File: config.mk
export PLATFORM = sky130hd
export DESIGN_NAME = sprite_unit
export DESIGN_NICKNAME = d
export VERILOG_FILES = /design/src/rtl/ppu_pkg.sv /design/src/rtl/raster_timing.sv /design/src/rtl/temp_oam.sv /design/src/rtl/sp_eval.sv /design/src/rtl/sp_render.sv /design/src/rtl/sprite_unit.sv
export SDC_FILE = /design/constraint.sdc
export NUM_CORES = 1
export LEC_CHECK = 0
export ABC_AREA = 1
export BUFFER_PORTS_ARGS = -buffer_cell sky130_fd_sc_hd__buf_4
export CAP_MARGIN = 20
export CELL_PAD_IN_SITES_DETAIL_PLACEMENT = 0
export CELL_PAD_IN_SITES_GLOBAL_PLACEMENT = 1
export CORE_UTILIZATION = 48
export DETAILED_ROUTE_END_ITERATION = 10
export GPL_ROUTABILITY_DRIVEN = 0
export PLACE_DENSITY = 0.84
export SETUP_SLACK_MARGIN = 0.4
export SLEW_MARGIN = 20
export SYNTH_ARGS = -nofsm -noshare
export SYNTH_HDL_FRONTEND = slang
export SYNTH_HIERARCHICAL = 1
export SYNTH_SLANG_ARGS = --single-unit
File: constraint.sdc
create_clock -name clk -period 4.8 [get_ports clk]
set_input_delay 0.96 -clock clk [delete_from_list [all_inputs] [get_ports clk]]
set_output_delay 0.96 -clock clk [all_outputs]
set_load 0.01 [all_outputs]
File: src/rtl/ppu_pkg.sv
package ppu_pkg;

    // raster geometry
    localparam int NUM_COLS = 341;
    localparam int NUM_ROWS = 262;
    localparam int VIS_ROWS = 240;
    localparam int VIS_COLS = 256;
    localparam int PRE_ROW = 261;

    // horizontal phase boundaries
    localparam int SP_PRE_START = 257;
    localparam int TL_PRE_START = 321;

    // object table and sprite limits
    localparam int SPRITE_HEIGHT = 8;
    localparam int NUM_SPRITES = 64;
    localparam int SLOTS = 8;

    // second pattern table starts at 4 KiB
    localparam logic [12:0] PATT_RIGHT_BASE = 13'h1000;

    typedef enum logic [2:0] {
        SL_PRE_CYC,
        IDLE_CYC,
        SP_PRE_CYC,
        GARB_CYC,
        TL_PRE_CYC
    } hs_state_t;

    typedef enum logic {
        LEFT_TBL,
        RIGHT_TBL
    } pattern_tbl_t;

    // object attribute byte as stored in the table
    typedef struct packed {
        logic       flip_v;
        logic       flip_h;
        logic       behind_bg;
        logic [2:0] unused;
        logic [1:0] palette;
    } sprite_attr_t;

    typedef struct packed {
        logic         active;
        logic [7:0]   y_pos;
        logic [7:0]   tile_idx;
        sprite_attr_t attribute;
        logic [7:0]   x_pos;
        logic [7:0]   bitmap_hi;
        logic [7:0]   bitmap_lo;
    } second_oam_t;

    typedef struct packed {
        logic       opaque;
        logic [1:0] palette;
        logic [1:0] color;
        logic       behind_bg;
    } sprite_px_t;

endpackage

File: src/rtl/raster_timing.sv
module raster_timing
    import ppu_pkg::*;
(
    input  logic      clk,
    input  logic      rst_n,
    output logic      clk_en,
    output logic [8:0] row,
    output logic [8:0] col,
    output hs_state_t hs_state
);
    logic [1:0] div_cnt;
    logic       render_row;

    // picture clock is the master clock divided by four
    always_ff @(posedge clk or negedge rst_n) begin
        if (!rst_n) begin
            div_cnt <= 2'd0;
        end else begin
            div_cnt <= div_cnt + 2'd1;
        end
    end

    assign clk_en = (div_cnt == 2'd3);

    always_ff @(posedge clk or negedge rst_n) begin
        if (!rst_n) begin
            col <= 9'd0;
            row <= 9'd0;
        end else if (clk_en) begin
            if (col == 9'(NUM_COLS - 1)) begin
                col <= 9'd0;
                row <= (row == 9'(NUM_ROWS - 1)) ? 9'd0 : row + 9'd1;
            end else begin
                col <= col + 9'd1;
            end
        end
    end

    // visible lines plus the pre-render line fetch sprites
    assign render_row = (row < 9'(VIS_ROWS)) || (row == 9'(PRE_ROW));

    always_comb begin
        if (!render_row) begin
            hs_state = GARB_CYC;
        end else if (col < 9'(NUM_SPRITES * 4)) begin
            hs_state = SL_PRE_CYC;
        end else if (col < 9'(SP_PRE_START)) begin
            hs_state = IDLE_CYC;
        end else if (col < 9'(SP_PRE_START + SLOTS)) begin
            hs_state = SP_PRE_CYC;
        end else if (col < 9'(TL_PRE_START)) begin
            hs_state = GARB_CYC;
        end else begin
            hs_state = TL_PRE_CYC;
        end
    end

    a_raster_bounds: assert property (@(posedge clk) disable iff (!rst_n)
        (col < 9'(NUM_COLS)) && (row < 9'(NUM_ROWS)));

endmodule

File: src/rtl/temp_oam.sv
module temp_oam
    import ppu_pkg::*;
(
    input  logic        clk,
    input  logic        rst_n,
    input  logic        clk_en,
    input  logic        clr,
    input  logic        wr,
    input  second_oam_t wr_data,
    input  logic [2:0]  rd_idx,
    output second_oam_t rd_data,
    output logic        overflow
);
    second_oam_t slots [SLOTS];
    logic [3:0]  wr_ptr;
    logic        ovf_pend;
    logic        clr_q;

    always_ff @(posedge clk or negedge rst_n) begin
        if (!rst_n) begin
            for (int i = 0; i < SLOTS; i++) begin
                slots[i] <= '0;
            end
            wr_ptr   <= 4'd0;
            ovf_pend <= 1'b0;
            clr_q    <= 1'b0;
            overflow <= 1'b0;
        end else if (clk_en) begin
            clr_q <= clr;
            if (clr) begin
                for (int i = 0; i < SLOTS; i++) begin
                    slots[i] <= '0;
                end
                wr_ptr   <= 4'd0;
                ovf_pend <= 1'b0;
            end else if (wr) begin
                if (wr_ptr < 4'(SLOTS)) begin
                    slots[wr_ptr[2:0]] <= wr_data;
                    wr_ptr             <= wr_ptr + 4'd1;
                end else begin
                    // ninth hit on this line
                    ovf_pend <= 1'b1;
                end
            end
            // flag for the line just scanned is published when its clear begins,
            // so it is stable while that line is drawn
            if (clr && !clr_q) begin
                overflow <= ovf_pend;
            end
        end
    end

    assign rd_data = slots[rd_idx];

    a_no_clr_wr: assert property (@(posedge clk) disable iff (!rst_n) !(clr && wr));

endmodule

File: src/rtl/sp_eval.sv
module sp_eval
    import ppu_pkg::*;
(
    input  logic         clk,
    input  logic         clk_en,
    input  logic         rst_n,

    // current raster position and phase
    input  logic [8:0]   row,
    input  logic [8:0]   col,
    input  hs_state_t    hs_state,
    input  pattern_tbl_t patt_tbl,

    // object table
    output logic [7:0]   oam_addr,
    input  logic [7:0]   oam_data,

    // temporary buffer
    output logic         temp_oam_clr,
    output logic         temp_oam_wr,
    output second_oam_t  temp_oam_wr_data,
    output logic [2:0]   temp_oam_rd_idx,
    input  second_oam_t  temp_oam_rd_data,

    // secondary object memory in the renderer
    output logic         sec_oam_clr,
    output logic         sec_oam_wr,
    output second_oam_t  sec_oam_wr_data,

    // character ROM
    output logic [12:0]  chr_rom_addr1,
    output logic [12:0]  chr_rom_addr2,
    input  logic [7:0]   chr_rom_data1,
    input  logic [7:0]   chr_rom_data2,
    output logic         chr_rom_re
);
    logic [8:0]  next_row;
    logic [8:0]  oam_y;
    logic        y_hit;
    second_oam_t curr_sprite_in;
    second_oam_t curr_sprite;
    logic [8:0]  sp_pre_col;
    logic [8:0]  row_in_tile;
    logic [2:0]  tile_row;
    logic [12:0] pattbl_off;

    // sprites are evaluated one line ahead, pre-render line feeds line 0
    assign next_row = (row == 9'(PRE_ROW)) ? 9'd0 : row + 9'd1;

    // sprite being assembled across its four table bytes
    always_ff @(posedge clk or negedge rst_n) begin
        if (!rst_n) begin
            curr_sprite <= '0;
        end else if (clk_en) begin
            curr_sprite <= curr_sprite_in;
        end
    end

    // byte col of the table during the scan
    assign oam_addr = col[7:0];

    assign oam_y = {1'b0, oam_data};
    assign y_hit = (oam_y <= next_row) && (next_row < oam_y + 9'(SPRITE_HEIGHT));

    assign temp_oam_wr_data = curr_sprite_in;

    // slot index during the fetch window
    assign sp_pre_col      = col - 9'(SP_PRE_START);
    assign temp_oam_rd_idx = sp_pre_col[2:0];

    assign pattbl_off = (patt_tbl == RIGHT_TBL) ? PATT_RIGHT_BASE : 13'h0000;

    // line within the tile, upside down when flipped
    assign row_in_tile = next_row - {1'b0, temp_oam_rd_data.y_pos};
    assign tile_row    = temp_oam_rd_data.attribute.flip_v ? 3'd7 - row_in_tile[2:0]
                                                          : row_in_tile[2:0];

    // 16 bytes per tile, high plane 8 bytes after the low one
    assign chr_rom_addr1 = pattbl_off + {1'b0, temp_oam_rd_data.tile_idx, 1'b0, tile_row};
    assign chr_rom_addr2 = chr_rom_addr1 + 13'd8;

    always_comb begin
        curr_sprite_in  = '0;
        temp_oam_clr    = 1'b0;
        temp_oam_wr     = 1'b0;
        sec_oam_clr     = 1'b0;
        sec_oam_wr      = 1'b0;
        sec_oam_wr_data = '0;
        chr_rom_re      = 1'b0;

        case (hs_state)
            SL_PRE_CYC: begin
                case (col[1:0])
                    2'd0: begin
                        if (y_hit) begin
                            curr_sprite_in.active = 1'b1;
                            curr_sprite_in.y_pos  = oam_data;
                        end
                    end
                    2'd1: begin
                        if (curr_sprite.active) begin
                            curr_sprite_in          = curr_sprite;
                            curr_sprite_in.tile_idx = oam_data;
                        end
                    end
                    2'd2: begin
                        if (curr_sprite.active) begin
                            curr_sprite_in           = curr_sprite;
                            curr_sprite_in.attribute = sprite_attr_t'(oam_data);
                        end
                    end
                    default: begin
                        if (curr_sprite.active) begin
                            curr_sprite_in       = curr_sprite;
                            curr_sprite_in.x_pos = oam_data;
                            temp_oam_wr          = 1'b1;
                        end
                    end
                endcase
            end
            IDLE_CYC: begin
                sec_oam_clr = 1'b1;
            end
            SP_PRE_CYC: begin
                // one slot per column, inactive slots pass through as empty
                chr_rom_re                = 1'b1;
                sec_oam_wr                = 1'b1;
                sec_oam_wr_data           = temp_oam_rd_data;
                sec_oam_wr_data.bitmap_lo = chr_rom_data1;
                sec_oam_wr_data.bitmap_hi = chr_rom_data2;
            end
            TL_PRE_CYC: begin
                temp_oam_clr = 1'b1;
            end
            default: begin
            end
        endcase
    end

    // ROM reads stay inside the eight fetch columns set by the decoder
    a_chr_window: assert property (@(posedge clk) disable iff (!rst_n)
        chr_rom_re |-> (col >= 9'(SP_PRE_START)) && (col < 9'(SP_PRE_START + SLOTS)));

endmodule

File: src/rtl/sp_render.sv
module sp_render
    import ppu_pkg::*;
(
    input  logic        clk,
    input  logic        rst_n,
    input  logic        clk_en,
    input  logic [8:0]  row,
    input  logic [8:0]  col,
    input  logic        sec_oam_clr,
    input  logic        sec_oam_wr,
    input  second_oam_t sec_oam_wr_data,
    output logic        px_valid,
    output logic [8:0]  px_row,
    output logic [8:0]  px_col,
    output sprite_px_t  sprite_px
);
    second_oam_t sec_mem [SLOTS];
    logic [3:0]  wr_cnt;
    logic        visible;
    sprite_px_t  px_next;

    // pixel one slot would draw at column c, zero when transparent
    function automatic sprite_px_t slot_pixel(input second_oam_t s, input logic [8:0] c);
        logic [8:0] dx;
        logic [2:0] bit_idx;
        sprite_px_t p;
        dx      = c - {1'b0, s.x_pos};
        bit_idx = s.attribute.flip_h ? dx[2:0] : 3'd7 - dx[2:0];
        p       = '0;
        // sprites are square, width equals height
        if (s.active && (dx < 9'(SPRITE_HEIGHT))) begin
            p.color = {s.bitmap_hi[bit_idx], s.bitmap_lo[bit_idx]};
            if (p.color != 2'b00) begin
                p.opaque    = 1'b1;
                p.palette   = s.attribute.palette;
                p.behind_bg = s.attribute.behind_bg;
            end
        end
        return p;
    endfunction

    // secondary memory, only the first eight writes after a clear land
    always_ff @(posedge clk or negedge rst_n) begin
        if (!rst_n) begin
            for (int i = 0; i < SLOTS; i++) begin
                sec_mem[i] <= '0;
            end
            wr_cnt <= 4'd0;
        end else if (clk_en) begin
            if (sec_oam_clr) begin
                for (int i = 0; i < SLOTS; i++) begin
                    sec_mem[i] <= '0;
                end
                wr_cnt <= 4'd0;
            end else if (sec_oam_wr && (wr_cnt < 4'(SLOTS))) begin
                sec_mem[wr_cnt[2:0]] <= sec_oam_wr_data;
                wr_cnt               <= wr_cnt + 4'd1;
            end
        end
    end

    assign visible = (row < 9'(VIS_ROWS)) && (col < 9'(VIS_COLS));

    // walk down so the lowest opaque slot wins
    always_comb begin
        sprite_px_t cand;
        px_next = '0;
        for (int i = SLOTS - 1; i >= 0; i--) begin
            cand = slot_pixel(sec_mem[i], col);
            if (cand.opaque) begin
                px_next = cand;
            end
        end
    end

    always_ff @(posedge clk or negedge rst_n) begin
        if (!rst_n) begin
            px_valid <= 1'b0;
        end else if (clk_en) begin
            px_valid <= visible;
        end
    end

    always_ff @(posedge clk) begin
        if (clk_en) begin
            px_row    <= row;
            px_col    <= col;
            sprite_px <= px_next;
        end
    end

    a_wr_cnt_max: assert property (@(posedge clk) disable iff (!rst_n) wr_cnt <= 4'(SLOTS));

endmodule

File: src/rtl/sprite_unit.sv
module sprite_unit
    import ppu_pkg::*;
(
    input  logic         clk,
    input  logic         rst_n,
    input  pattern_tbl_t patt_tbl,
    input  logic [7:0]   oam_data,
    input  logic [7:0]   chr_rom_data1,
    input  logic [7:0]   chr_rom_data2,
    output logic [7:0]   oam_addr,
    output logic [12:0]  chr_rom_addr1,
    output logic [12:0]  chr_rom_addr2,
    output logic         chr_rom_re,
    output logic         px_valid,
    output logic [8:0]   px_row,
    output logic [8:0]   px_col,
    output sprite_px_t   sprite_px,
    output logic         sprite_overflow
);
    logic        clk_en;
    logic [8:0]  row;
    logic [8:0]  col;
    hs_state_t   hs_state;

    logic        temp_oam_clr;
    logic        temp_oam_wr;
    second_oam_t temp_oam_wr_data;
    logic [2:0]  temp_oam_rd_idx;
    second_oam_t temp_oam_rd_data;

    logic        sec_oam_clr;
    logic        sec_oam_wr;
    second_oam_t sec_oam_wr_data;

    raster_timing u_timing (
        .clk      (clk),
        .rst_n    (rst_n),
        .clk_en   (clk_en),
        .row      (row),
        .col      (col),
        .hs_state (hs_state)
    );

    temp_oam u_temp_oam (
        .clk      (clk),
        .rst_n    (rst_n),
        .clk_en   (clk_en),
        .clr      (temp_oam_clr),
        .wr       (temp_oam_wr),
        .wr_data  (temp_oam_wr_data),
        .rd_idx   (temp_oam_rd_idx),
        .rd_data  (temp_oam_rd_data),
        .overflow (sprite_overflow)
    );

    sp_eval u_eval (
        .clk              (clk),
        .clk_en           (clk_en),
        .rst_n            (rst_n),
        .row              (row),
        .col              (col),
        .hs_state         (hs_state),
        .patt_tbl         (patt_tbl),
        .oam_addr         (oam_addr),
        .oam_data         (oam_data),
        .temp_oam_clr     (temp_oam_clr),
        .temp_oam_wr      (temp_oam_wr),
        .temp_oam_wr_data (temp_oam_wr_data),
        .temp_oam_rd_idx  (temp_oam_rd_idx),
        .temp_oam_rd_data (temp_oam_rd_data),
        .sec_oam_clr      (sec_oam_clr),
        .sec_oam_wr       (sec_oam_wr),
        .sec_oam_wr_data  (sec_oam_wr_data),
        .chr_rom_addr1    (chr_rom_addr1),
        .chr_rom_addr2    (chr_rom_addr2),
        .chr_rom_data1    (chr_rom_data1),
        .chr_rom_data2    (chr_rom_data2),
        .chr_rom_re       (chr_rom_re)
    );

    sp_render u_render (
        .clk             (clk),
        .rst_n           (rst_n),
        .clk_en          (clk_en),
        .row             (row),
        .col             (col),
        .sec_oam_clr     (sec_oam_clr),
        .sec_oam_wr      (sec_oam_wr),
        .sec_oam_wr_data (sec_oam_wr_data),
        .px_valid        (px_valid),
        .px_row          (px_row),
        .px_col          (px_col),
        .sprite_px       (sprite_px)
    );

endmodule

==> out/qor.csv <==
metric,value,unit
numCtsBuffers,58,
timing.final.crit_share,85.99,%
die_h,253.3,um
final_common_cell,nand2_1,
post-route-util,53.11,%
area_delta_synth_final,8.749,%
postCtsSetupRepairBufs,0,
hold_viol,0,
die_x,253.3,um
cp.arrival,3.17,ns
critical_path.slowest_cell,dfrtp_2,
dieArea,0.06414,mm^2
antennaDiodeCount,0,
grt_pass1_wl,142.0,mm
clkTransAtPathRegs,0.06,ns
finalSetupViolations,0,
cpPeakStageDelay,0.51,ns
grt_pass1_vias,24374,
first_iter_violations,2683,
avgSynthCellArea,7.309,um^2
port_buffers,82,
fin_nets,4177,
final_cell_mix,"1258 x nand2_1, 629 x inv_1, 493 x nand3_1",
grt_use_total,28.47,%
grt_overflow_total,0,
cts.sinks,513,
worst-endpoint-required,3.84,ns
rsz0062_at_grt,false,
slew_headroom,38.79,%
dpl_worst_slack,0.8622,ns
core_area,0.06205,mm^2
yosysWarnings,6,
period_needed,4.127,ns
critPathCaptureType,output port,
cts_buffer_depth,3,
crit_type,reg2out,
status,"complete, no violations",
path_cells,inv_1 -> ha_1 -> clkinv_2 -> inv_4 -> nand3_1 -> nand2_1 -> nand2_1 -> nand2_1 -> ha_1 -> inv_1 -> ha_1 -> o21bai_1 -> xnor2_1 -> buf_4,
grt_max_degree,140,
ant_nets,0,
clkLatencyLatePin,0.63,ns
regToRegSetupSlack,0.90,ns
cts_tree,done,
hold_ws,0.4196,ns
total_power,9.310,mW
vdd.ir_drop.worst,274.6,uV
min_path_type,in2async,
syn_area,0.03030,mm^2
cts_hold_buf,0,
drc,0,
syn-num-nets,4277,
initial_core_util,48.84,%
fmax,0.2423,GHz
final-max-slew-violation-count,0,
start_kind,register,
tightest_slew,0.9182,ns
h-tree-depth,2,
layout-drive-gt1-share,7.771,%
firstDrtPassIters,5,
synthCells,4146,
p_leak,17.61,nW
antenna_found_initial,0,
route.detailed.wl_per_inst,18.24,um
via_count,26420,
cap_violations,0,
crit_fanout,16,
dp_hpwl,57.31,mm
wl,89.91,mm
drt-vias-per-instance,5.360,
fin_ws,0.6726,ns
cts_root_buf,clkbuf_16,
setup_tns,0,ns
p_per_area,282.5,mW/mm^2
boundaryPins,88,
rows,91,
finalClockSkew,0.02772,ns
[routing by layer]
layer	part of all wire, %	wire [um]	GRT usage, %
met1	47	42600	43.11
met4	2.0	1764	6.823
met5	0	0	0
met2	44	39170	42.94
met3	7.1	6369	3.598
[what timing repair did]
item | 4_1_cts | 5_1_grt
gates resized for setup | 1 | 5
cloned | 0 | 0
setup endpoints to repair | 4 | 4
[final timing paths]
kind	start	to	cells after the start
min in group clk	u_temp_oam/slots[35]	u_temp_oam/slots[35]	2
setup / recovery	u_timing/col[1]	chr_rom_addr1[2]	14
hold reg to reg	u_temp_oam/slots[35]	u_temp_oam/slots[35]	2
hold / removal	rst_n	u_temp_oam/slots[379]	1
setup reg to reg	u_timing/col[2]	u_temp_oam/slots[276]	16
max in group asynchronous	rst_n	u_timing/col[1]	2
[sequential cells by signal (all words and copies together) (netlist names)]
name	cells
u_eval/curr_sprite	25
u_render/px_col	9
u_render/px_row	9
u_render/px_valid	1
u_render/sec_mem	232
u_render/sprite_px	6
u_render/wr_cnt	4
u_temp_oam/clr_q	1
u_temp_oam/overflow	1
u_temp_oam/ovf_pend	1
u_temp_oam/slots	200
u_temp_oam/wr_ptr	4
u_timing/col	9
u_timing/div_cnt	2
u_timing/row	9
[final cells by class]
| type | instances | area, um^2 |
|---|---|---|
| multi-input combinational | 2673 | 13350 |
| tap | 837 | 1047 |
| clock inverter | 25 | 260.3 |
| fill | 6050 | 29100 |
| timing repair buffer | 148 | 1206 |
| inverter | 652 | 2462 |
| clock buffer | 81 | 1668 |
| sequential | 513 | 12960 |
[through the flow]
step	instance area (um^2)	cells
6_report	32960	4929
2_1_floorplan	30300	4146
4_1_cts	32950	4929
3_3_place_gp	31020	4823
3_5_place_dp	31020	4823
5_1_grt	32960	4929
[worst max-delay path, delay by kind of cell, from the launching register on]
kind                     cells  cell delay [ns]
buffers and inverters        5             0.78
adder cells (fa/ha/maj)      3             0.61
flip-flops                   1             0.51
AND/OR/NAND/NOR              4             0.30
XOR/XNOR                     1             0.21
AO/OA/AOI/OAI                1             0.15
[report_power, final]
part	leakage [nW]	internal (mW)	switching, mW
logic	11.3	0.0887	0.248
clock network	0.953	2.67	1.84
registers	5.38	4.42	0.0391
Power figures use the tool's default switching activity.
